<file path="config.mk">
export PLATFORM = sky130hd
export DESIGN_NAME = productRound
export DESIGN_NICKNAME = d
export VERILOG_FILES = /design/src/logic/fpFormatPkg.sv /design/src/logic/mulPipePkg.sv /design/src/logic/productRound.sv
export VERILOG_INCLUDE_DIRS = /design/src /design/src/include
export SDC_FILE = /design/constraint.sdc
export NUM_CORES = 1
export LEC_CHECK = 0
export BUFFER_PORTS_ARGS = -buffer_cell sky130_fd_sc_hd__clkbuf_2
export CELL_PAD_IN_SITES_DETAIL_PLACEMENT = 1
export CELL_PAD_IN_SITES_GLOBAL_PLACEMENT = 1
export CORE_MARGIN = 2
export CORE_UTILIZATION = 36
export CTS_BUF_LIST = sky130_fd_sc_hd__clkbuf_4
export DETAILED_ROUTE_END_ITERATION = 7
export PLACE_DENSITY = 0.86
export SYNTH_ARGS = -nofsm -noshare
export SYNTH_HDL_FRONTEND = slang
export SYNTH_SLANG_ARGS = --single-unit
</file>
<file path="constraint.sdc">
create_clock -name clk -period 3 [get_ports clk]
set_input_delay 0.15 -clock clk [delete_from_list [all_inputs] [get_ports clk]]
set_output_delay 0.15 -clock clk [all_outputs]
set_load 0.01 [all_outputs]
</file>
<file path="src/include/fpmul_consts.svh">
// Field widths and fixed constants of the single-precision multiply pipeline
// Included by the packages and by every stage that sizes its datapath
`ifndef FPMUL_CONSTS_SVH
`define FPMUL_CONSTS_SVH

// IEEE-754 single-precision fields
`define FPMUL_EXP_W     8
`define FPMUL_MAN_W     23
`define FPMUL_SIG_W     24
`define FPMUL_BIAS      127

// Karatsuba recursion stops at this operand width
`define FPMUL_KOA_LEAF  7

// Derived widths, exponent sum keeps two guard bits and a sign
`define FPMUL_EXPSUM_W  (`FPMUL_EXP_W + 2)
`define FPMUL_PROD_W    (2 * `FPMUL_SIG_W)

`endif

</file>
<file path="src/logic/fpFormatPkg.sv">
// Floating-point format types shared by the multiply pipeline
// Packed IEEE word as seen on the ports, and the unpacked operand pair
`include "fpmul_consts.svh"

package fpFormatPkg;

    //============================================================
    // IEEE-754 single-precision word
    //============================================================
    // Field order matches the bit layout, sign in bit 31
    typedef struct packed {
        logic                      sign;
        logic [`FPMUL_EXP_W-1:0]   exponent;
        logic [`FPMUL_MAN_W-1:0]   mantissa;
    } floatWord_t;

    //============================================================
    // Operand pair after unpacking
    //============================================================
    // Biased exponent sum with bias already removed once
    // Two extra bits hold overflow and sign of the sum
    // Significands carry the restored hidden bit at the top
    typedef struct packed {
        logic                                sign;
        logic signed [`FPMUL_EXPSUM_W-1:0]   expSum;
        logic [`FPMUL_SIG_W-1:0]             sigA;
        logic [`FPMUL_SIG_W-1:0]             sigB;
    } unpackedOp_t;

endpackage

</file>
<file path="src/logic/mulPipePkg.sv">
// Pipeline types of the multiply unit
// Rounding opcode and the packed payload carried between stages
`include "fpmul_consts.svh"

package mulPipePkg;

    // Rounding opcode travels with every item
    typedef enum logic {
        RND_NEAREST_EVEN = 1'b0,
        RND_TRUNCATE     = 1'b1
    } roundOp_e;

    //============================================================
    // Stage payloads
    //============================================================
    // Unpacker to significand multiplier
    typedef struct packed {
        logic                      valid;
        roundOp_e                  roundOp;
        fpFormatPkg::unpackedOp_t  op;
    } unpackStage_t;

    // Significand multiplier to rounder
    // Product is the full 48-bit significand product
    typedef struct packed {
        logic                                valid;
        roundOp_e                            roundOp;
        logic                                sign;
        logic signed [`FPMUL_EXPSUM_W-1:0]   exponent;
        logic [`FPMUL_PROD_W-1:0]            product;
    } productStage_t;

endpackage

</file>
<file path="src/logic/productRound.sv">
// Last pipeline stage of the multiplier
// Normalizes the product by at most one place, rounds by opcode,
// packs the IEEE word and registers it with the result strobe
`timescale 1ns/100ps
`include "fpmul_consts.svh"

module productRound (
    input  logic                       clk,
    input  logic                       reset_i,
    input  mulPipePkg::productStage_t  stage_i,
    output logic                       resValid_o,
    output fpFormatPkg::floatWord_t    result_o
);
    import fpFormatPkg::*;
    import mulPipePkg::*;

    localparam int EW = `FPMUL_EXPSUM_W;
    localparam int MW = `FPMUL_MAN_W;
    localparam int PW = `FPMUL_PROD_W;

    logic [MW-1:0]         manWindow;
    logic                  guardBit;
    logic                  stickyBit;
    logic                  roundUp;
    logic [MW:0]           manRounded;
    logic signed [EW-1:0]  expNorm;
    logic signed [EW-1:0]  expAdj;
    floatWord_t            resultNext;

    //============================================================
    // Normalize, round, pack
    //============================================================
    always_comb begin
        // Product in [2,4) shifts right by one
        if (stage_i.product[PW-1]) begin
            manWindow = stage_i.product[PW-2 -: MW];
            guardBit  = stage_i.product[PW-2-MW];
            stickyBit = |stage_i.product[PW-3-MW:0];
            expNorm   = stage_i.exponent + EW'(1);
        end else begin
            manWindow = stage_i.product[PW-3 -: MW];
            guardBit  = stage_i.product[PW-3-MW];
            stickyBit = |stage_i.product[PW-4-MW:0];
            expNorm   = stage_i.exponent;
        end

        // Ties go to the even mantissa
        roundUp = (stage_i.roundOp == RND_NEAREST_EVEN) && guardBit &&
                  (stickyBit || manWindow[0]);

        // Extra top bit catches the carry out of the mantissa
        manRounded = {1'b0, manWindow} + (MW+1)'(roundUp);
        expAdj     = expNorm + EW'(manRounded[MW]);

        // On carry the low bits are already zero
        resultNext.sign     = stage_i.sign;
        resultNext.exponent = expAdj[`FPMUL_EXP_W-1:0];
        resultNext.mantissa = manRounded[MW-1:0];
    end

    //============================================================
    // Output register
    //============================================================
    always_ff @(posedge clk) begin
        if (reset_i) begin
            resValid_o <= 1'b0;
            result_o   <= '0;
        end else begin
            resValid_o <= stage_i.valid;
            if (stage_i.valid) begin
                result_o <= resultNext;
            end
        end
    end

    // Final exponent must land in the normal range
    assert property (@(posedge clk) disable iff (reset_i)
        stage_i.valid |-> (expAdj > 0) && (expAdj < 255))
        else $error("result exponent out of normal range");

endmodule

</file>
* Word level (Yosys, flattened, before mapping) *
Index checks and enable logic that the tools add are counted.

cells by class
  muxes and demuxes = 4
  reduce and logical (&&, ||, !) cells = 5
  add/sub/neg operators = 3
  bitwise gates (word level) = 1

operators by type and width
  cell                   count
  $add A23 B1 Y24        1
  $mux W23               1
  $reduce_or A23 Y1      1
  $reduce_or A22 Y1      1
  $add A8 B1 Y8          1
  $add A8 B2 Y8 const B  1
  $mux W8                1
  $logic_and A1 B1 Y1    2
  $mux W1                2
  $logic_or A1 B1 Y1     1
  $not A1 Y1             1

storage, ports and cells
  input port bits = 63
  bits in registers = 33

* Logic depth before layout (Yosys ltp) *
Gate-level depths: netlist of run 1.

  depth in word-level cells = 6
  mapped depth = 13

* Worst setup path after synthesis of run 1 *
OpenSTA, ideal clock, no wires.

  path type = input to register
  from = input port stage_i[47] (netlist name)
  to = register result_o[29] (netlist name)
  path buffers = 1
  data arrival time = 2609 ps
  data required time = 2885 ps
  stages on the path = 10
  slack = 277 ps
  cell sequence = buf_6 > mux2i_1 > a2111o_1 > or4_1 > nor4_2 > ha_1 > ha_1 > nand3_1 > a21o_1 > a2111oi_0

between the ends
  word-level cells in the longest chain between the ends = 5

ends and longest elaborated chain
  item                                                       line                                    source
  from (decl)                                                productRound.sv:10                      input mulPipePkg::productStage_t stage_i,
  $mux W1 or $mux W23 (tied branches)                        productRound.sv:35                      if (stage_i.product[PW-1]) begin
  $logic_and A1 B1 Y1 or $logic_or A1 B1 Y1 (tied branches)  productRound.sv:48, productRound.sv:49
  $logic_and A1 B1 Y1                                        productRound.sv:48                      roundUp = (stage_i.roundOp == RND_NEAREST_EVEN) && guardBit &&
  $add A23 B1 Y24                                            productRound.sv:52                      manRounded = {1'b0, manWindow} + (MW+1)'(roundUp);
  $add A8 B1 Y8 *                                            productRound.sv:53                      expAdj = expNorm + EW'(manRounded[MW]);
  to (signal assigned)                                       productRound.sv:71                      result_o <= resultNext;
  to (decl)                                                  productRound.sv:12                      output fpFormatPkg::floatWord_t result_o

Every way passes the cells marked *; elsewhere a longest branch is shown, timed or not.
A chain may end at the register's enable or synchronous reset.

* Worst setup path after layout of run 1 *
Ends and elaborated chain as after synthesis.

==> results of run 1 <==
[critical path: cells and delay by family]
family	cells	cell delay, ns
buf+inv	2	0.41
fa+ha+maj	2	0.45
mux	1	0.28
simple gates	4	1.13
compound gates	2	0.51
[power by group through the flow]
| stage | Clock [mW] | Combinational (mW) | Sequential [mW] |
|---|---|---|---|
| 6_report | 0.436 | 0.315 | 0.483 |
| 5_1_grt | 0.463 | 0.349 | 0.487 |
| 4_1_cts | 0.447 | 0.317 | 0.484 |
| 3_5_place_dp | 0 | 0.314 | 0.494 |
| 3_3_place_gp | 0 | 0.302 | 0.492 |
| 2_1_floorplan | 0 | 0.161 | 0.506 |
[cells in the final DEF, fill, tap and decap left out, drive strengths merged, types with 10 or more instances in the layout]
| cell | n |
|---|---|
| nor2 | 15 |
| nand2 | 25 |
| nand2b | 24 |
| clkbuf | 98 |
| nand4 | 10 |
| dfxtp | 33 |
| nor4 | 11 |
| o21ai | 11 |
| a21oi | 15 |
| nand3 | 21 |
| mux2i | 19 |
| xnor2 | 15 |
| buf | 15 |
[through the flow]
stage / cell area, µm² / setup TNS, ns / hold slack, ns / worst slack (ns) / std cells
floorplan: 2480 / 0 / 0.293 / 0.277 / 310
global placement: 3080 / 0 / 0.392 / 0.0450 / 480
detailed placement: 3080 / -0.0675 / 0.410 / -0.0675 / 480
CTS: 3190 / 0 / 0.0217 / 0.278 / 488
global route: 3190 / 0 / 0.0440 / 0.0415 / 488
finish: 3190 / 0 / 0.0319 / 0.297 / 488
[final cells by class]
class | count | share of cell area
clock inverter | 3 | 0.0204
clock buffer | 5 | 0.0118
multi-input combinational | 253 | 0.537
inverter | 6 | 0.00706
sequential | 33 | 0.207
timing repair buffer | 108 | 0.185
tap | 80 | 0.0314
[routing by layer]
metal | vias up | global-route usage
met5 | - | 0
met4 | 0 | 0.0767
met3 | 11 | 0.0389
met2 | 79 | 0.417
met1 | 1349 | 0.253
li1 | 1343 | -
[kinds of logic after synthesis]
kind of cell | synth area share
AOI/OAI and AO/OA | 0.171
xor gates and xnor gates | 0.0772
adders and majority gates | 0.0202
buffers and inverters | 0.0449
DFF | 0.266
muxes | 0.104
and+or+nand+nor | 0.317
[how the worst min path moves through the flow]
stage / end / slack, ns / cells past startpoint / from
floorplan: result_o[19] / 0.29 / 1 / reset_i
global placement: result_o[31] / 0.39 / 3 / stage_i[58]
detailed placement: result_o[31] / 0.41 / 3 / stage_i[58]
CTS: result_o[31] / 0.02 / 3 / stage_i[58]
global route: result_o[31] / 0.04 / 3 / stage_i[58]
finish: result_o[31] / 0.03 / 3 / stage_i[58]
[state kept, by name (all words and copies together) (netlist names)]
| register | cells |
|---|---|
| resValid_o | 1 |
| result_o | 32 |
[what timing repair did]
item / 4_1_cts / 5_1_grt
endpoints found under the hold margin: 0 / 0
resized for setup: 0 / 2
hold buffers: 0 / 0
endpoints found under the setup margin: 0 / 1
==> results.cfg, run 1 <==
[die]
fp.dieW_um = 87.0
coreArea_um2 = 6720
floorplan.die_area_um2 = 7570
floorplan.initialDensity = 0.369
io_pins = 96
floorplan.die.height_um = 87.0
floorplan.rows = 30

[placed_design]
hpwl_mm = 6.33
placement.io_buffers = 93
finalWeightedCongestion = 0.888

[yosys]
postSynthRegisterBits = 33
synth-async-reset-ratio = 0
synth_sequential_area_ratio = 0.266
syn_area_um2 = 2480
synth.cells.most_frequent = 33 x dfxtp_1, 25 x nand2_1, 24 x nand2b_1
synthMostInstantiatedCell = dfxtp_1
synth_top_cells_by_area = dfxtp_1 27%, mux2i_1 7.7%, nand2b_1 6.1%, xnor2_1 4.9%, nand3_1 4.2%
synth_edf_count = 0
synth.net_count = 377
synth_area_leader = dfxtp_1
avgSynthCellArea_um2 = 8.00
synth.yosys.warnings = 0
ys.flop_type = dfxtp_1
synth.top_cell.area_share = 0.266
synthCells = 310
synth_cell_type_count = 55

[setup_path]
path_cells = clkbuf_2 -> buf_12 -> mux2_2 -> nand4_1 -> or4_1 -> nor4_2 -> ha_2 -> ha_1 -> nand3_1 -> a21o_1 -> a2111oi_1
startpoint = stage_i[47]
reg2reg_depth = 2
crit-reg2reg-launch = result_o[29]
crit_fanout = 17
setup.worst_path.end_class = register
worstPathRequired_ns = 3.24
cp_slowest_cell = or4_1
cp-start-kind = input port
crit_path_end = result_o[29]
critPathKind = input port to register
r2r-end = result_o[29]
arrival_ns = 2.94
worst-r2r-setup-slack_ns = 2.15
critPathMaxStageDelay_ns = 0.56

[cells_and_area]
n_diodes = 0
fill_cells = 880
area.growth.synth_to_final_pct = 28.5
drive_gt1_frac = 0.319
multiInputGateArea_um2 = 1710
seq_area_um2 = 661
final_nets = 474
final_core_util = 0.475

[timing]
final-hold-violation-count = 0
timing_max_transition_violations_final = 0
max_freq_mhz = 370
worst_slew_pin_slew_ns = 0.692
final.setup_skew_ns = 0
setup_viol = 0
layout_min_cycle_time_ns = 2.70
timing.max_slew.rel_slack = 0.539
setup_repair_after_global_routing_missed_its_margin = no
fin_crit_sh = 0.901

[global_routing]
grt_first_pass_wirelength_mm = 13.5
grtUsageTotal = 0.223
grt_start_max_net_pins = 45
vias_in_the_first_global_route = 2899
grt.overflow.total = 0
antenna_found_initial = 0

[drt]
top_signal_layer_used = met4
wl_mm = 8.08
drt.antenna.violating_nets = 0
first_iter_violations = 74
detailroute.via_count = 2782
drt-wirelength-per-cell_um = 16.6
met2RoutedLength_mm = 4.25
met3WireLength_um = 338
post_drt_via_cell_ratio = 5.70
drcViolationCount = 0
wirelength_met1_mm = 3.39
detailedRoute.firstPassIterationCount = 4

[pwr]
maximum_vdd_ir_drop_v = 0.000155
seqPwrFrac = 0.392
power_frac_comb = 0.255
sw_share = 0.299
static-leakage-power_nw = 1.39
design_power_total_mw = 1.23
switching_power_uw = 369
internal-power_uw = 866
p_per_area_nw_per_um2 = 387
pwr-share-clk = 0.353

[clock_tree]
h-tree-depth = 2
cts_tree = done
path_clk_slew_ns = 0.11
postCtsSetupBuffers = 0
number_of_clock_sinks = 33
cts_made_buffers = 5
clk_root_buffer_cell = clkbuf_4
clockBufferDepth = 2
clkLatencyLatePin_ns = 0.35

[run]
max_cap_viol_count = 0

[status]
run_status = completed

[worst_hold_path]
timing.hold.worst.class = input port to register
No activity file was read; power rests on OpenSTA's default activity.
==> inputs of run 2 (changes only) <==
--- a/config.mk
+++ b/config.mk
@@ -8,9 +8,9 @@
 export LEC_CHECK = 0
 export BUFFER_PORTS_ARGS = -buffer_cell sky130_fd_sc_hd__clkbuf_2
 export CELL_PAD_IN_SITES_DETAIL_PLACEMENT = 1
-export CELL_PAD_IN_SITES_GLOBAL_PLACEMENT = 1
+export CELL_PAD_IN_SITES_GLOBAL_PLACEMENT = 2
 export CORE_MARGIN = 2
-export CORE_UTILIZATION = 36
+export CORE_UTILIZATION = 28
 export CTS_BUF_LIST = sky130_fd_sc_hd__clkbuf_4
 export DETAILED_ROUTE_END_ITERATION = 7
 export PLACE_DENSITY = 0.86
==> results.cfg, run 2 (synthesis gave the netlist of run 1 again) <==
[timing]
fin_crit_sh = 0.876
max_freq_mhz = 381
final.setup_skew_ns = 0
worst_slew_pin_slew_ns = 0.591
setup_repair_after_global_routing_missed_its_margin = no
final-hold-violation-count = 0
timing.max_slew.rel_slack = 0.606
setup_viol = 0
timing_max_transition_violations_final = 0
layout_min_cycle_time_ns = 2.63
worst_slack_ns = 0.373

[cells_and_area]
finished_layout_cell_area_um2 = 3210
fill_cells = 1081
top_register = result_o
area.growth.synth_to_final_pct = 29.5
drive_gt1_frac = 0.318
mostFrequentLayoutCells = 93 x clkbuf_2, 33 x dfxtp_1, 25 x nand2_1, 24 x nand2b_1, 21 x nand3_1
largest_registers = result_o x32, resValid_o x1
seq_area_um2 = 661
layout_commonest_cell = clkbuf_2
final_core_util = 0.372
largest_register_ffs = 32
multiInputGateArea_um2 = 1710
final_nets = 475

[setup_path]
critPathKind = input port to register
reg2reg_depth = 2
arrival_ns = 2.86
crit_fanout = 26
worstPathRequired_ns = 3.24
setup.worst_path.end_class = register
cp-start-kind = input port

[placed_design]
placement.io_buffers = 93
post_place_cell_area_um2 = 3130
post-place-ws_ns = -0.0104
finalWeightedCongestion = 0.829
hpwl_mm = 6.11

[clock_tree]
h-tree-depth = 2
cts_tree = done
clockBufferDepth = 2
clk_root_buffer_cell = clkbuf_4
path_clk_slew_ns = 0.13
clkLatencyLatePin_ns = 0.36
cts.repair.resized = 0
postCtsHoldBufs = 0
cts_made_buffers = 5
postCtsSetupBuffers = 0
number_of_clock_sinks = 33

[global_routing]
grtUsageTotal = 0.164
grt_start_max_net_pins = 45
grt.overflow.total = 0
grt_busiest_layer = met2
grt_first_pass_wirelength_mm = 13.0
antenna_found_initial = 1
vias_in_the_first_global_route = 2778
global_route.usage.met2 = 0.276
grt_met1_usage = 0.209
met3_demand_to_capacity_share_in_global_routing = 0.0437

[die]
floorplan.die.height_um = 98.1
coreArea_um2 = 8640
floorplan.die_area_um2 = 9630
fp.dieW_um = 98.1
floorplan.rows = 34
floorplan.initialDensity = 0.287
io_pins = 96

[worst_hold_path]
timing.hold.worst_path_depth = 3
timing.hold.worst.class = input port to register

[drt]
drt-wirelength-per-cell_um = 15.1
first_iter_violations = 79
detailedRoute.firstPassIterationCount = 4
drt.antenna.violating_nets = 0
detailroute.via_count = 2696
post_drt_via_cell_ratio = 5.20
drcViolationCount = 0
wl_mm = 7.84

[pwr]
p_per_area_nw_per_um2 = 363
maximum_vdd_ir_drop_v = 0.000158
design_power_total_mw = 1.16
static-leakage-power_nw = 1.38

[run]
max_cap_viol_count = 0

[status]
run_status = completed
-- run 2: cell types whose count changed in the layout (fill, tap and decap cells not counted), sizes merged --
cell,change
buf,+1
bufinv,-1
clkinvlp,+1
diode,+1
-- run 2: layout make-up --
class                      count  area share
inverter                       6     0.00701
multi-input combinational    253       0.532
sequential                    33       0.206
timing repair buffer         109       0.186
tap                          108      0.0421
clock buffer                   5      0.0117
antenna                        1    0.000779
clock inverter                 3      0.0144
-- run 2: final timing paths --
path	startpoint	endpoint	slack (ns)
worst min-delay path	stage_i[58]	result_o[31]	0.02
worst max register to register	result_o[29]	result_o[29]	2.15
worst min register to register	result_o[14]	result_o[14]	0.48
worst max-delay path	stage_i[47]	result_o[29]	0.37
-- run 2: through the flow --
stage	setup TNS [ns]	hold slack (ns)	std cells
after CTS	0	0.00848	517
after global routing	0	0.0115	518
final	0	0.0212	518
after floorplan	0	0.293	310
after detailed placement	-0.0104	0.401	509
after global placement	0	0.389	509
-- run 2: power by group --
part / leakage [nW] / internal (mW) / switching, mW
Clock: 0.0414 / 0.177 / 0.195
Sequential: 0.273 / 0.468 / 0.0158
Combinational: 1.07 / 0.139 / 0.170
Total: 1.38 / 0.784 / 0.381
-- run 2: layer usage --
| metal | up-vias | routed length (µm) |
|---|---|---|
| met5 | - | 0 |
| met2 | 81 | 3580 |
| met4 | 0 | 82 |
| met1 | 1267 | 3640 |
| met3 | 6 | 537 |
| li1 | 1342 | - |
-- run 2: critical path, stage by stage --
cell       delay, ns
clkbuf_2        0.15
buf_12          0.19
mux2_2          0.27
nand4_1         0.12
or4_1           0.55
nor4_2          0.34
ha_1            0.27
ha_1            0.19
nand3_1         0.10
a21o_1          0.19
a2111oi_0       0.35
