File: src/include/fpmul_consts.svh
// Field widths and fixed constants of the single-precision multiply pipeline
// Included by the packages and by every stage that sizes its datapath
`ifndef FPMUL_CONSTS_SVH
`define FPMUL_CONSTS_SVH

// IEEE-754 single-precision fields
`define FPMUL_EXP_W     8
`define FPMUL_MAN_W     23
`define FPMUL_SIG_W     24
`define FPMUL_BIAS      127

// Karatsuba recursion stops at this operand width
`define FPMUL_KOA_LEAF  7

// Derived widths, exponent sum keeps two guard bits and a sign
`define FPMUL_EXPSUM_W  (`FPMUL_EXP_W + 2)
`define FPMUL_PROD_W    (2 * `FPMUL_SIG_W)

`endif

File: src/logic/fpFormatPkg.sv
// Floating-point format types shared by the multiply pipeline
// Packed IEEE word as seen on the ports, and the unpacked operand pair
`include "fpmul_consts.svh"

package fpFormatPkg;

    //============================================================
    // IEEE-754 single-precision word
    //============================================================
    // Field order matches the bit layout, sign in bit 31
    typedef struct packed {
        logic                      sign;
        logic [`FPMUL_EXP_W-1:0]   exponent;
        logic [`FPMUL_MAN_W-1:0]   mantissa;
    } floatWord_t;

    //============================================================
    // Operand pair after unpacking
    //============================================================
    // Biased exponent sum with bias already removed once
    // Two extra bits hold overflow and sign of the sum
    // Significands carry the restored hidden bit at the top
    typedef struct packed {
        logic                                sign;
        logic signed [`FPMUL_EXPSUM_W-1:0]   expSum;
        logic [`FPMUL_SIG_W-1:0]             sigA;
        logic [`FPMUL_SIG_W-1:0]             sigB;
    } unpackedOp_t;

endpackage

File: src/logic/mulPipePkg.sv
// Pipeline types of the multiply unit
// Rounding opcode and the packed payload carried between stages
`include "fpmul_consts.svh"

package mulPipePkg;

    // Rounding opcode travels with every item
    typedef enum logic {
        RND_NEAREST_EVEN = 1'b0,
        RND_TRUNCATE     = 1'b1
    } roundOp_e;

    //============================================================
    // Stage payloads
    //============================================================
    // Unpacker to significand multiplier
    typedef struct packed {
        logic                      valid;
        roundOp_e                  roundOp;
        fpFormatPkg::unpackedOp_t  op;
    } unpackStage_t;

    // Significand multiplier to rounder
    // Product is the full 48-bit significand product
    typedef struct packed {
        logic                                valid;
        roundOp_e                            roundOp;
        logic                                sign;
        logic signed [`FPMUL_EXPSUM_W-1:0]   exponent;
        logic [`FPMUL_PROD_W-1:0]            product;
    } productStage_t;

endpackage

File: src/logic/operandUnpack.sv
// First pipeline stage of the multiplier
// Registers the operand pair with its opcode, restores hidden bits,
// forms the result sign and the unbiased exponent sum
`timescale 1ns/100ps
`include "fpmul_consts.svh"

module operandUnpack (
    input  logic                      clk,
    input  logic                      reset_i,
    input  logic                      opValid_i,
    input  fpFormatPkg::floatWord_t   opA_i,
    input  fpFormatPkg::floatWord_t   opB_i,
    input  mulPipePkg::roundOp_e      roundOp_i,
    output mulPipePkg::unpackStage_t  stage_o
);
    import fpFormatPkg::*;
    import mulPipePkg::*;

    localparam int EW = `FPMUL_EXPSUM_W;
    localparam logic [EW-1:0] BIAS_EXT = EW'(`FPMUL_BIAS);

    unpackedOp_t unpackNext;

    //============================================================
    // Unpack
    //============================================================
    always_comb begin
        unpackNext.sign   = opA_i.sign ^ opB_i.sign;
        // Zero-extend both fields before the add so the carry survives
        unpackNext.expSum = EW'(opA_i.exponent) + EW'(opB_i.exponent) - BIAS_EXT;
        // Hidden 1 in front of each stored mantissa
        unpackNext.sigA   = {1'b1, opA_i.mantissa};
        unpackNext.sigB   = {1'b1, opB_i.mantissa};
    end

    //============================================================
    // Stage register
    //============================================================
    // Valid follows the input every cycle, payload only on a strobe
    always_ff @(posedge clk) begin
        if (reset_i) begin
            stage_o <= '0;
        end else begin
            stage_o.valid <= opValid_i;
            if (opValid_i) begin
                stage_o.roundOp <= roundOp_i;
                stage_o.op      <= unpackNext;
            end
        end
    end

    // Only normal operands enter the pipe
    assert property (@(posedge clk) disable iff (reset_i)
        opValid_i |-> (opA_i.exponent != '0) && (opA_i.exponent != '1) &&
                      (opB_i.exponent != '0) && (opB_i.exponent != '1))
        else $error("operand with zero or all-ones exponent field");

endmodule

File: config.mk
export PLATFORM = sky130hd
export DESIGN_NAME = operandUnpack
export DESIGN_NICKNAME = d
export VERILOG_FILES = /design/src/logic/fpFormatPkg.sv /design/src/logic/mulPipePkg.sv /design/src/logic/operandUnpack.sv
export VERILOG_INCLUDE_DIRS = /design/src /design/src/include
export SDC_FILE = /design/constraint.sdc
export NUM_CORES = 1
export LEC_CHECK = 0
export ABC_AREA = 1
export BUFFER_PORTS_ARGS = -buffer_cell sky130_fd_sc_hd__buf_2
export CAP_MARGIN = 20
export CORE_UTILIZATION = 49
export DETAILED_ROUTE_END_ITERATION = 7
export GPL_TIMING_DRIVEN = 0
export PLACE_DENSITY = 0.85
export SLEW_MARGIN = 30
export SYNTH_ARGS = -nofsm -noshare
export SYNTH_HDL_FRONTEND = slang
export SYNTH_SLANG_ARGS = --single-unit
File: constraint.sdc
create_clock -name clk -period 2.45 [get_ports clk]
set_input_delay 0.245 -clock clk [delete_from_list [all_inputs] [get_ports clk]]
set_output_delay 0.245 -clock clk [all_outputs]
set_load 0.01 [all_outputs]
# ---- After elaboration in Yosys (flattened, before gate mapping)
# Index checks and enable logic that the tools add are counted.
dict set report word_totals {
  ff_bits 61
  inputBits 68
  output_inout_bits 61
}
dict set report op_classes {
  addsub 2
  n_bitwise 1
}
# operator n
set op_table {}
lappend op_table {{$sub A9 B7 Y10 const B} 1}
lappend op_table {{$add A8 B8 Y9} 1}
lappend op_table {{$xor A1 B1 Y1} 1}

# ---- Longest topological paths before layout
# Gate-level depths: netlist of run 1.
dict set report depth {
  ltp_word 2
  ltp_mapped 13
  mapped_depth_nobuf 13
}

# ---- Worst setup path before layout of run 1
# OpenSTA, ideal clock, no wires.
dict set report synth_timing {
  path_kind {input to register}
  startpoint {input opA_i[24] (netlist bit)}
  endpoint {register stage_o[55] (netlist bit)}
  setup_ns 0.109
  t_arrival_ns 1.606
  required_ns 2.341
  setup_slack_ns 0.736
  cell_stages 11
  path_buffers 0
  cell_sequence {ha_1 > ha_1 > fa_1 > nand2_1 > nand2_2 > nand3b_4 > nand2_1 > nand2_1 > nand3_1 > nand2_1 > inv_1}
}
dict set report synth_between {
  elab_chain_len 2
}
# element line_no
set synth_lines {}
lappend synth_lines {{from (decl)} operandUnpack.sv:11} ;# input fpFormatPkg::floatWord_t opA_i,
lappend synth_lines {{$add A8 B8 Y9} operandUnpack.sv:30} ;# unpackNext.expSum = EW'(opA_i.exponent) + EW'(opB_i.exponent) - BIAS_EXT;
lappend synth_lines {{$sub A9 B7 Y10} operandUnpack.sv:30}
lappend synth_lines {{to (decl)} operandUnpack.sv:14} ;# output mulPipePkg::unpackStage_t stage_o
# No other way between the ends.
# A chain may end at the register's enable or synchronous reset.

# ---- Final worst setup path of run 1
# Ends and elaborated chain as after synthesis.

==> results of run 1 <==
==> power by group through the flow <==
stage	clock network, mW	logic (mW)	registers (mW)
after floorplan	0	0.231	1.14
after global placement	0	0.430	1.10
after detailed placement	0	0.444	1.10
after CTS	0.826	0.447	1.08
after global routing	0.872	0.500	1.09
final	0.801	0.443	1.08
==> cells in the mapped netlist (all sizes together) <==
cell type | instances | area [µm²]
or2 | 2 | 17.5
a21oi | 4 | 20.0
nand2 | 24 | 95.1
ha | 15 | 188
buf | 14 | 90.1
clkbuf | 4 | 18.8
fa | 1 | 20.0
nand3 | 10 | 55.1
xor2 | 2 | 17.5
o211ai | 2 | 15.0
nand4 | 1 | 6.26
o21ai | 53 | 265
dfxtp | 60 | 1200
nand3b | 3 | 47.6
nor2 | 114 | 430
inv | 21 | 78.8
==> worst max-delay path: stages <==
cell,delay [ps]
buf_2,100
ha_1,290
ha_1,230
fa_1,410
nand2_1,100
nand2_2,80
nand3b_4,80
nand2_1,70
nand2_1,60
nand3_1,60
nand2_1,60
inv_1,40
==> cell type report <==
class,instances,area (µm²),share of cell area (%)
repair buffers,127,636,18.3
clock inverters,1,5.00,0.144
inverters,21,78.8,2.27
well taps,67,83.8,2.42
clock buffers,15,176,5.09
plain buffers,18,109,3.14
multi-input cells,231,1180,34.0
flip-flops and latches,60,1200,34.6
==> through the flow <==
step	hold WS, ps	setup slack (ps)	std cells
2_1_floorplan	317	736	330
3_3_place_gp	465	553	524
3_5_place_dp	472	527	524
4_1_cts	112	873	540
5_1_grt	117	760	540
6_report	129	864	540
==> how the worst max path moves through the flow <==
stage          startpoint           to  depth (start not counted)
5_1_grt         opA_i[24]  stage_o[55]                         12
6_report        opA_i[24]  stage_o[55]                         12
3_3_place_gp    opA_i[24]  stage_o[55]                         12
3_5_place_dp    opA_i[24]  stage_o[55]                         12
2_1_floorplan   opA_i[24]  stage_o[55]                         11
4_1_cts         opA_i[24]  stage_o[55]                         12
==> routing by layer <==
layer  track usage (%)  vias to the layer above  share of wire (%)
met1              26.1                     1119                 41
met3              11.8                       13                9.1
met4              10.1                        0                1.9
li1                  -                     1326                  -
met2              41.2                      108                 48
met5                 0                        -                  0
==> logic make-up after synthesis <==
kind of cell               Yosys count  synth area share, %
and+or+nand+nor                    154                 25.4
xor gates and xnor gates             2                0.683
adders and majority gates           16                 8.09
DFF                                 60                 46.8
AOI/OAI and AO/OA                   59                 11.7
buffers and inverters               39                 7.31
==> key figures, run 1 <==
Synth
  – Share of the yosys chip area belonging to registers: 46.8%
  – Number of synthesized register bits: 60
  – Syn avg cell area: 7.78 µm²
  – Post-Synthesis Net Count: 414
  – Yosys warning total: 0
  – Mapped cell area: 2570 µm²
  – Mapped Cells: 330
  – Synth cell types: 24

Timing
  – Tightest Pin Transition: 361 ps
  – Min cycle time layout: 1590 ps
  – Final Hold Viols: 0
  – Relative slew slack: 76.0%
  – Final setup TNS: 0 ps
  – RSZ-0062 raised after global routing: no
  – Period Utilization, post-route: 64.8%
  – Final setup violation count: 0
  – Max Slew Vio Count: 0
  – Fmax: 630 MHz
  – Final Skew: 0 ps

Placed design
  – Number of port buffers: 127
  – RD Place Congestion: 0.900
  – Placed inst area: 3290 µm²
  – Detailed Place HPWL: 4840 µm

Power
  – Flop pwr share: 46.6%
  – Sw Share: 27.1%
  – Maximum vdd drop: 0.475 mV
  – Leakage: 1.92 nW
  – Sw power: 0.631 mW
  – Clock share of power: 34.4%
  – Overall power: 2.33 mW
  – PwrDens: 671 nW/µm²
  – Comb pwr share: 19.0%
  – Internal: 1.70 mW

Clocking
  – Root buf cell: clkbuf_8
  – Clk buf depth: 2
  – CTS buffer count: 9
  – TritonCTS clock tree: yes
  – Post-CTS Setup Inserts: 0
  – CTS resizes: 0
  – Clock slew at reported path FFs: 60 ps
  – CTS Hold Bufs: 0
  – Max H-tree Level: 3
  – Skew-Pair Late Insertion Delay: 330 ps
  – Num Clock Sinks: 60

Floorplan
  – Die Width: 74.4 µm
  – Cell Rows: 25
  – # IOs: 129
  – Initial Util: 52.6%
  – Die height: 74.4 µm
  – Die ar.: 5530 µm²
  – Core area: 4880 µm²

Layout
  – Largest register FFs: 60
  – Biggest register: stage_o
  – Fillers: 412
  – Layout cell share with drive strength beyond 1: 35.5%
  – Largest registers: stage_o: 60 flops
  – Core Util, Final: 71.1%
  – Final Cell Area: 3470 µm²
  – Most common cell after layout, fill and taps aside: buf_2
  – P&R area growth vs syn: 35.1%
  – Inserted Diodes: 0
  – Nets: 552
  – Commonest cells after routing, fill and taps aside: buf_2 (133), nor2_1 (113), dfxtp_1 (60)

Critical path
  – Crit. End Element: flop
  – Internal reg-to-reg setup slack: 1770 ps
  – FF-to-FF End: stage_o[53]
  – CP Max Fanout: 3
  – Reg2Reg Depth: 2
  – Worst path arrival time: 1820 ps
  – Critical path class: in -> reg
  – Worst endpoint required time: 2680 ps
  – CP Launch Type: input pin
  – RR Startpoint: stage_o[53]

Routing
  – Vias per cell: 4.75
  – Routed vias: 2,566
  – DRT iter0 DRCs: 93
  – 1st-pass router iterations: 5
  – Routed wire length: 6380 µm
  – Number of nets with antenna violations after routing: 0
  – Drt drc: 0
  – Routed wire length per instance: 11.8 µm

GRT
  – Total gr overflow: 0
  – Largest net degree at the start of global routing: 11
  – Vias in the first global route: 2,417
  – Initial antenna violation count: 0
  – First-pass GRT wire length: 10,100 µm
  – GRT Overall Usage: 24.4%

Status
  – Status: completed

Worst hold path
  – Hold Path Class: in -> reg
  – WHS Path Cells: 3
  – Endpoint, Worst Hold: stage_o[33]
  – Min-delay src: opA_i[9]

Job
  – Maxcap violations: 0
No activity file was read; power rests on OpenSTA's default activity.
==> run 2, diff against run 1 <==
--- a/config.mk
+++ b/config.mk
@@ -9,10 +9,10 @@
 export ABC_AREA = 1
 export BUFFER_PORTS_ARGS = -buffer_cell sky130_fd_sc_hd__buf_2
 export CAP_MARGIN = 20
-export CORE_UTILIZATION = 49
+export CORE_UTILIZATION = 41
 export DETAILED_ROUTE_END_ITERATION = 7
 export GPL_TIMING_DRIVEN = 0
-export PLACE_DENSITY = 0.85
+export PLACE_DENSITY = 0.76
 export SLEW_MARGIN = 30
 export SYNTH_ARGS = -nofsm -noshare
 export SYNTH_HDL_FRONTEND = slang
==> constraint.sdc (replaced) <==
create_clock -name clk -period 1.35 [get_ports clk]
set_input_delay 0.135 -clock clk [delete_from_list [all_inputs] [get_ports clk]]
set_output_delay 0.135 -clock clk [all_outputs]
set_load 0.01 [all_outputs]
==> run 2 against run 1 <==
Cell area up 2.3%. Via count down 0.39%. Sequential share of layout area down 0.78 points. Global-route usage down 4.9 points. Utilization down 12 points. Die area up 19%. Combinational power up 88%. Sequential power up 81%. Largest cell class is now multi-input gates.
==> key figures, run 2 (synthesized netlist as in run 1, its figures left out) <==
Status
  – Status: completed

Routing
  – Number of nets with antenna violations after routing: 0 (unchanged)
  – Routed wire length: 6230 µm (-2.3%)
  – DRT iter0 DRCs: 92 (-1.1%)
  – Vias per cell: 4.66 (-1.8%)
  – 1st-pass router iterations: 4 (-1)
  – Drt drc: 0 (unchanged)
  – Routed vias: 2,556 (-0.39%)
  – Routed wire length per instance: 11.4 µm (-3.7%)

Critical path
  – CP dominant cell by count: nand2_1
  – Crit. End Element: flop
  – Slowest-stage cell, CP: fa_2
  – Crit path from: opA_i[24]
  – CP Max Fanout: 3 (unchanged)
  – Reg2Reg Depth: 2 (unchanged)
  – Crit path to: stage_o[55]
  – Worst endpoint required time: 1590 ps (-1090 ps)
  – Internal reg-to-reg setup slack: 700 ps (-1070 ps)
  – RR Startpoint: stage_o[8]
  – Critical Path Stages: 12 (unchanged)
  – FF-to-FF End: stage_o[8]
  – CP Launch Type: input pin
  – Critical path class: in -> reg
  – CP top delay family: adder cells
  – Worst path max stage delay: 340 ps (-70 ps)
  – Worst path arrival time: 1500 ps (-320 ps)
  – Critical path cell sequence: buf_2 -> ha_4 -> ha_4 -> fa_2 -> nand2_1 -> nand2_2 -> nand3b_4 -> nand2_2 -> nand2_1 -> nand3_1 -> nand2_1 -> inv_1
  – Buf/Inv on CP: 2 (unchanged)

Timing
  – Min cycle time layout: 1270 ps
  – Period Utilization, post-route: 94.0%
  – Final Skew: 0 ps (unchanged)
  – Fmax: 788 MHz
  – RSZ-0062 raised after global routing: no
  – Final setup violation count: 0 (unchanged)
  – Final Hold Viols: 0 (unchanged)
  – Tightest Pin Transition: 331 ps (-29.5 ps)
  – Hold slack: 18.6 ps (-110 ps)
  – Relative slew slack: 77.9% (+2.0 points)
  – Post-route setup slack: 81.7 ps (-782 ps)
  – Max Slew Vio Count: 0 (unchanged)

Layout
  – Final cell count without fillers: 548 (+1.5%)
  – Fillers: 549 (+33%)
  – Final Cell Area: 3550 µm² (+2.3%)
  – Inserted Diodes: 0 (unchanged)
  – P&R area growth vs syn: 38.2%
  – Storage cell area: 1200 µm² (unchanged)
  – Nets: 552 (unchanged)
  – Multi-input logic area: 1240 µm² (+5.7%)
  – Commonest cells after routing, fill and taps aside: buf_2 (133), nor2_1 (113), dfxtp_1 (60)
  – Layout cell share with drive strength beyond 1: 37.4% (+1.9 points)
  – Core Util, Final: 59.2% (-12 points)
  – Biggest register: stage_o
  – Most common cell after layout, fill and taps aside: buf_2
  – Largest registers: stage_o: 60 flops
  – Largest register FFs: 60 (unchanged)

Power
  – Leakage: 1.91 nW (-0.18%)
  – PwrDens: 1220 nW/µm² (+82%)
  – Maximum vdd drop: 0.919 mV (+93%)

Clocking
  – TritonCTS clock tree: yes
  – Skew-Pair Late Insertion Delay: 330 ps (about the same)
  – Clock slew at reported path FFs: 70 ps (about the same)
  – Num Clock Sinks: 60 (unchanged)
  – Max H-tree Level: 3 (unchanged)
  – Clk buf depth: 2 (unchanged)
  – Root buf cell: clkbuf_8
  – CTS buffer count: 9 (unchanged)

GRT
  – Initial antenna violation count: 0 (unchanged)
  – Largest net degree at the start of global routing: 11 (unchanged)
  – GRT Overall Usage: 19.5% (-4.9 points)
  – Vias in the first global route: 2,273 (-6.0%)
  – First-pass GRT wire length: 9680 µm (-3.7%)
  – Total gr overflow: 0 (unchanged)

Floorplan
  – Core area: 5990 µm² (+23%)
  – Initial Util: 42.8% (-9.8 points)
  – Die Width: 81.1 µm (+9.1%)
  – Die height: 81.1 µm (+9.1%)
  – Cell Rows: 28 (+12%)
  – # IOs: 129 (unchanged)
  – Die ar.: 6580 µm² (+19%)

Worst hold path
  – Hold Path Class: in -> reg

Placed design
  – Placed inst area: 3350 µm² (+2.0%)
  – Number of port buffers: 127 (unchanged)
  – Detailed Place HPWL: 4730 µm (-2.2%)
  – Post-place setup slack: -288 ps (-815 ps)
  – RD Place Congestion: 0.818 (-9.1%)
  – Inst Count DP: 532 (+1.5%)

Job
  – Maxcap violations: 0 (unchanged)
-- run 2: changes by cell type in the layout (fill, tap and decap cells not counted), moves of 2 or more --
cell | before | now
clkbuf_8 | 12 | 9
clkinv_2 | 1 | 3
ha_4 | 0 | 5
ha_1 | 15 | 10
-- run 2: worst min-delay path by stage --
stage               startpoint           to  slack (ps)  depth (start not counted)
floorplan              reset_i  stage_o[47]         210                          1
global placement     opB_i[12]  stage_o[12]         360                          3
detailed placement   opB_i[15]  stage_o[15]         360                          3
CTS                  opB_i[15]  stage_o[15]           3                          3
global route          opB_i[3]   stage_o[3]           7                          3
finish                opA_i[8]  stage_o[32]          20                          3
-- run 2: worst reg2reg max path, cell delays in order (launching register included) --
cell     delay, ps
dfxtp_1        310
o21ai_0        180
nor2_1          60
-- run 2: power by group --
group          internal, mW  switching, mW
Clock                 0.843          0.681
Sequential             1.90         0.0609
Combinational         0.384          0.450
Total                  3.13           1.19
-- run 2: area by class of cell --
class                   instances  share of cell area (%)
multi-input cells             231                    35.1
flip-flops and latches         60                    33.9
repair buffers                127                    17.9
clock buffers                  11                    3.70
plain buffers                  18                    3.07
well taps                      75                    2.65
inverters                      21                    2.22
clock inverters                 5                    1.48
-- run 2: per-stage QoR --
step           TNS [ps]  power, mW
6_report              0       4.32
5_1_grt               0       4.57
4_1_cts               0       4.37
3_5_place_dp      -1470       2.83
3_3_place_gp      -1320       2.81
2_1_floorplan      -209       2.51
-- run 2: per-layer routing --
metal	share of wire [%]	track usage [%]	vias up
met2	47	32.9	100
met3	8.3	8.65	10
met1	44	21.6	1118
met5	0	0	-
met4	1.2	7.14	0
li1	-	-	1328
-- run 2: repair_timing --
item	in CTS	in global routing
buffers inserted	0	0
endpoints found under the setup margin	0	3
resized for setup	0	1
hold buffers	0	0
==> run 3, diff against run 2 <==
--- a/config.mk
+++ b/config.mk
@@ -6,13 +6,12 @@
 export SDC_FILE = /design/constraint.sdc
 export NUM_CORES = 1
 export LEC_CHECK = 0
-export ABC_AREA = 1
 export BUFFER_PORTS_ARGS = -buffer_cell sky130_fd_sc_hd__buf_2
 export CAP_MARGIN = 20
-export CORE_UTILIZATION = 41
+export CORE_UTILIZATION = 40
 export DETAILED_ROUTE_END_ITERATION = 7
 export GPL_TIMING_DRIVEN = 0
-export PLACE_DENSITY = 0.76
+export PLACE_DENSITY = 0.75
 export SLEW_MARGIN = 30
 export SYNTH_ARGS = -nofsm -noshare
 export SYNTH_HDL_FRONTEND = slang
==> run 3 against run 2 <==
The run now ends with setup timing left. Sequential share of layout area is 0.17 points lower. Cell area rose by 0.49%. Total power fell by 3.5%. Combinational power increased by 2%. Wire length fell by 7.5%.
==> key figures, run 3 <==
Status
  – Status: complete, but fails checks
  – Failing checks: setup timing

GRT
  – Largest net degree at the start of global routing: 11 (unchanged)
  – Initial antenna violation count: 0 (unchanged)
  – First-pass GRT wire length: 8540 µm (-12%)
  – GRT Overall Usage: 17.5% (-2.0 points)
  – Total gr overflow: 0 (unchanged)
  – Vias in the first global route: 2,022 (-11%)

Critical path
  – Critical path class: in -> reg
  – Worst path max stage delay: 370 ps (+30 ps)
  – RR Startpoint: stage_o[54]
  – CP Max Fanout: 2 (-1)
  – Crit path to: stage_o[57]
  – Crit path from: opA_i[24]
  – CP Launch Type: input pin
  – Reg2Reg Depth: 2 (unchanged)
  – Internal reg-to-reg setup slack: 540 ps (-160 ps)
  – Crit. End Element: flop
  – Slowest-stage cell, CP: fa_2
  – Worst endpoint required time: 1610 ps (+20 ps)
  – FF-to-FF End: stage_o[54]
  – Worst path arrival time: 1950 ps (+450 ps)
  – Critical path cell sequence: buf_6 -> ha_4 -> ha_4 -> fa_2 -> a21o_1 -> a211oi_2 -> o21bai_2 -> a2111oi_4 -> a21o_1

Layout
  – Nets: 468 (-15%)
  – Biggest register: stage_o
  – P&R area growth vs syn: 43.9%
  – Largest registers: stage_o: 60 flops
  – Inserted Diodes: 0 (unchanged)
  – Most common cell after layout, fill and taps aside: buf_2
  – Layout cell share with drive strength beyond 1: 44.6% (+7.2 points)
  – Largest register FFs: 60 (unchanged)
  – Commonest cells after routing, fill and taps aside: buf_2 (130), dfxtp_1 (60), nor2_1 (56)

Power
  – PwrDens: 1170 nW/µm² (-3.9%)
  – Maximum vdd drop: 0.679 mV (-26%)
  – Leakage: 1.89 nW (-0.97%)
  – Overall power: 4.17 mW (-3.5%)

Clocking
  – Clk buf depth: 2 (unchanged)
  – Max H-tree Level: 3 (unchanged)
  – Root buf cell: clkbuf_8
  – Skew-Pair Late Insertion Delay: 320 ps (about the same)
  – Clock slew at reported path FFs: 60 ps (about the same)
  – CTS buffer count: 9 (unchanged)
  – TritonCTS clock tree: yes
  – Num Clock Sinks: 60 (unchanged)

Timing
  – Final Skew: 0 ps (unchanged)
  – Final Hold Viols: 0 (unchanged)
  – Max Slew Vio Count: 0 (unchanged)
  – Period Utilization, post-route: 125% (+31 points)
  – RSZ-0062 raised after global routing: yes
  – Fmax: 592 MHz (-25%)
  – Hold slack: 47.1 ps (+28.5 ps)
  – Min cycle time layout: 1690 ps (+420 ps)
  – Relative slew slack: 66.0% (-12 points)
  – Tightest Pin Transition: 510 ps (+179 ps)
  – Final setup violation count: 4 (+4)
  – Post-route setup slack: -338 ps (-420 ps)

Routing
  – 1st-pass router iterations: 4 (unchanged)
  – Met2 wire len: 2910 µm (-0.17%)
  – Routed wire length per instance: 12.4 µm (+9.5%)
  – Routed wire length: 5760 µm (-7.5%)
  – Number of nets with antenna violations after routing: 0 (unchanged)
  – Vias per cell: 4.66 (about the same)
  – Drt drc: 0 (unchanged)
  – DR top layer: met4
  – Wl on met1: 2450 µm (-10%)
  – Met3 wire len: 325 µm (-37%)
  – DRT iter0 DRCs: 36 (-61%)
  – Routed vias: 2,158 (-16%)

Synth
  – Top cells by area, synth: dfxtp_1 (48%), mux2i_1 (20%), nor2_1 (8.5%)
  – Post-synth top flop: dfxtp_1
  – Number of synthesized register bits: 60 (unchanged)
  – Post-synth top cells: dfxtp_1 (60), nor2_1 (56), mux2i_1 (50)
  – Mapped Cells: 240 (-27%)
  – Syn avg cell area: 10.3 µm² (+33%)
  – Post-Synthesis Net Count: 324 (-22%)
  – Most numerous cell in the Yosys netlist: dfxtp_1
  – Synth cell types: 29 (+21%)
  – Post-synth EDFFs: 0 (unchanged)
  – Area leader, netlist: dfxtp_1
  – Yosys top cell area share: 48.5% (+1.7 points)
  – Share of the yosys chip area belonging to registers: 48.5% (+1.7 points)
  – Mapped cell area: 2480 µm² (-3.5%)
  – Yosys warning total: 0 (unchanged)
  – Post-synthesis async set-or-reset flop share: 0% (unchanged)

Placed design
  – Number of port buffers: 127 (unchanged)
  – Post-place setup slack: -689 ps (-401 ps)
  – Detailed Place HPWL: 4270 µm (-9.7%)
  – RD Place Congestion: 0.816 (-0.31%)

Floorplan
  – Cell Rows: 28 (unchanged)
  – # IOs: 129 (unchanged)
  – Die Width: 80.7 µm (-0.51%)
  – Initial Util: 41.6% (-1.2 points)
  – Die height: 80.7 µm (-0.51%)
  – Core area: 5960 µm² (-0.58%)
  – Die ar.: 6510 µm² (-1.0%)

Worst hold path
  – Hold Path Class: in -> reg

Job
  – Maxcap violations: 0 (unchanged)
run 3: cell types whose count changed after synthesis, moves of 4 or more:
cell / change
inv_1: -9
xnor2_1: +4
nand2_1: -19
buf_1: +5
nand3_1: -8
a21o_1: +4
nor2_1: -57
buf_4: -7
o21ai_0: -47
mux2i_1: +50
run 3: worst min path at each step:
stage | start | end | slack, ps | cells past startpoint
floorplan | reset_i | stage_o[54] | 280 | 1
global placement | opA_i[12] | stage_o[36] | 370 | 3
detailed placement | opA_i[3] | stage_o[27] | 380 | 3
CTS | opA_i[3] | stage_o[27] | 40 | 3
global route | opA_i[5] | stage_o[29] | 40 | 3
finish | opA_i[13] | stage_o[37] | 50 | 3
run 3: logic make-up after synthesis:
group / after synthesis / synth area share (%)
compound gates: 20 / 6.11
mux: 50 / 20.2
fa+ha+maj: 16 / 8.38
xor+xnor: 6 / 2.12
simple gates: 65 / 10.8
flops: 60 / 48.5
buf+inv: 23 / 3.94
run 3: timing repair:
| item | CTS | global route |
|---|---|---|
| setup endpoints to repair | 4 | 6 |
| pin swaps | 4 | 4 |
| buffers inserted | 3 | 3 |
| gates resized for setup | 8 | 7 |
| hold buffers | 0 | 0 |
run 3: power by group:
part | total [mW] | leakage, nW | switching, mW | internal, mW
clock network | 1.37 | 0.0893 | 0.618 | 0.751
logic | 0.852 | 1.31 | 0.420 | 0.432
registers | 1.95 | 0.496 | 0.0571 | 1.89
total | 4.17 | 1.89 | 1.09 | 3.08
run 3: worst max-delay path, delay by kind of cell:
family                   cells  cell delay, ps
AO/OA/AOI/OAI                5             970
adder cells (fa/ha/maj)      3             760
buffers and inverters        1             100
run 3: per-stage QoR:
stage               cell area, µm²  util, %  setup TNS [ps]  std cells
finish                        3560     59.9           -1180        463
detailed placement            3280     55.0           -3340        442
floorplan                     2550        -           -1520        240
global route                  3560     59.9           -1460        463
global placement              3280     55.0           -2870        442
CTS                           3500     58.8            -943        460
run 3: per-layer routing:
metal	up-vias	global-route usage, %
li1	1091	-
met1	975	18.7
met2	83	31.4
met3	9	4.55
met4	0	9.11
met5	-	0
run 3: layout make-up:
class	instances	area, µm²
buffer	14	63.8
fill	531	2390
timing repair buffer	133	699
sequential	60	1200
inverter	9	38.8
multi-input combinational	157	1300
clock inverter	2	10.0
tap	75	93.8
clock buffer	13	159
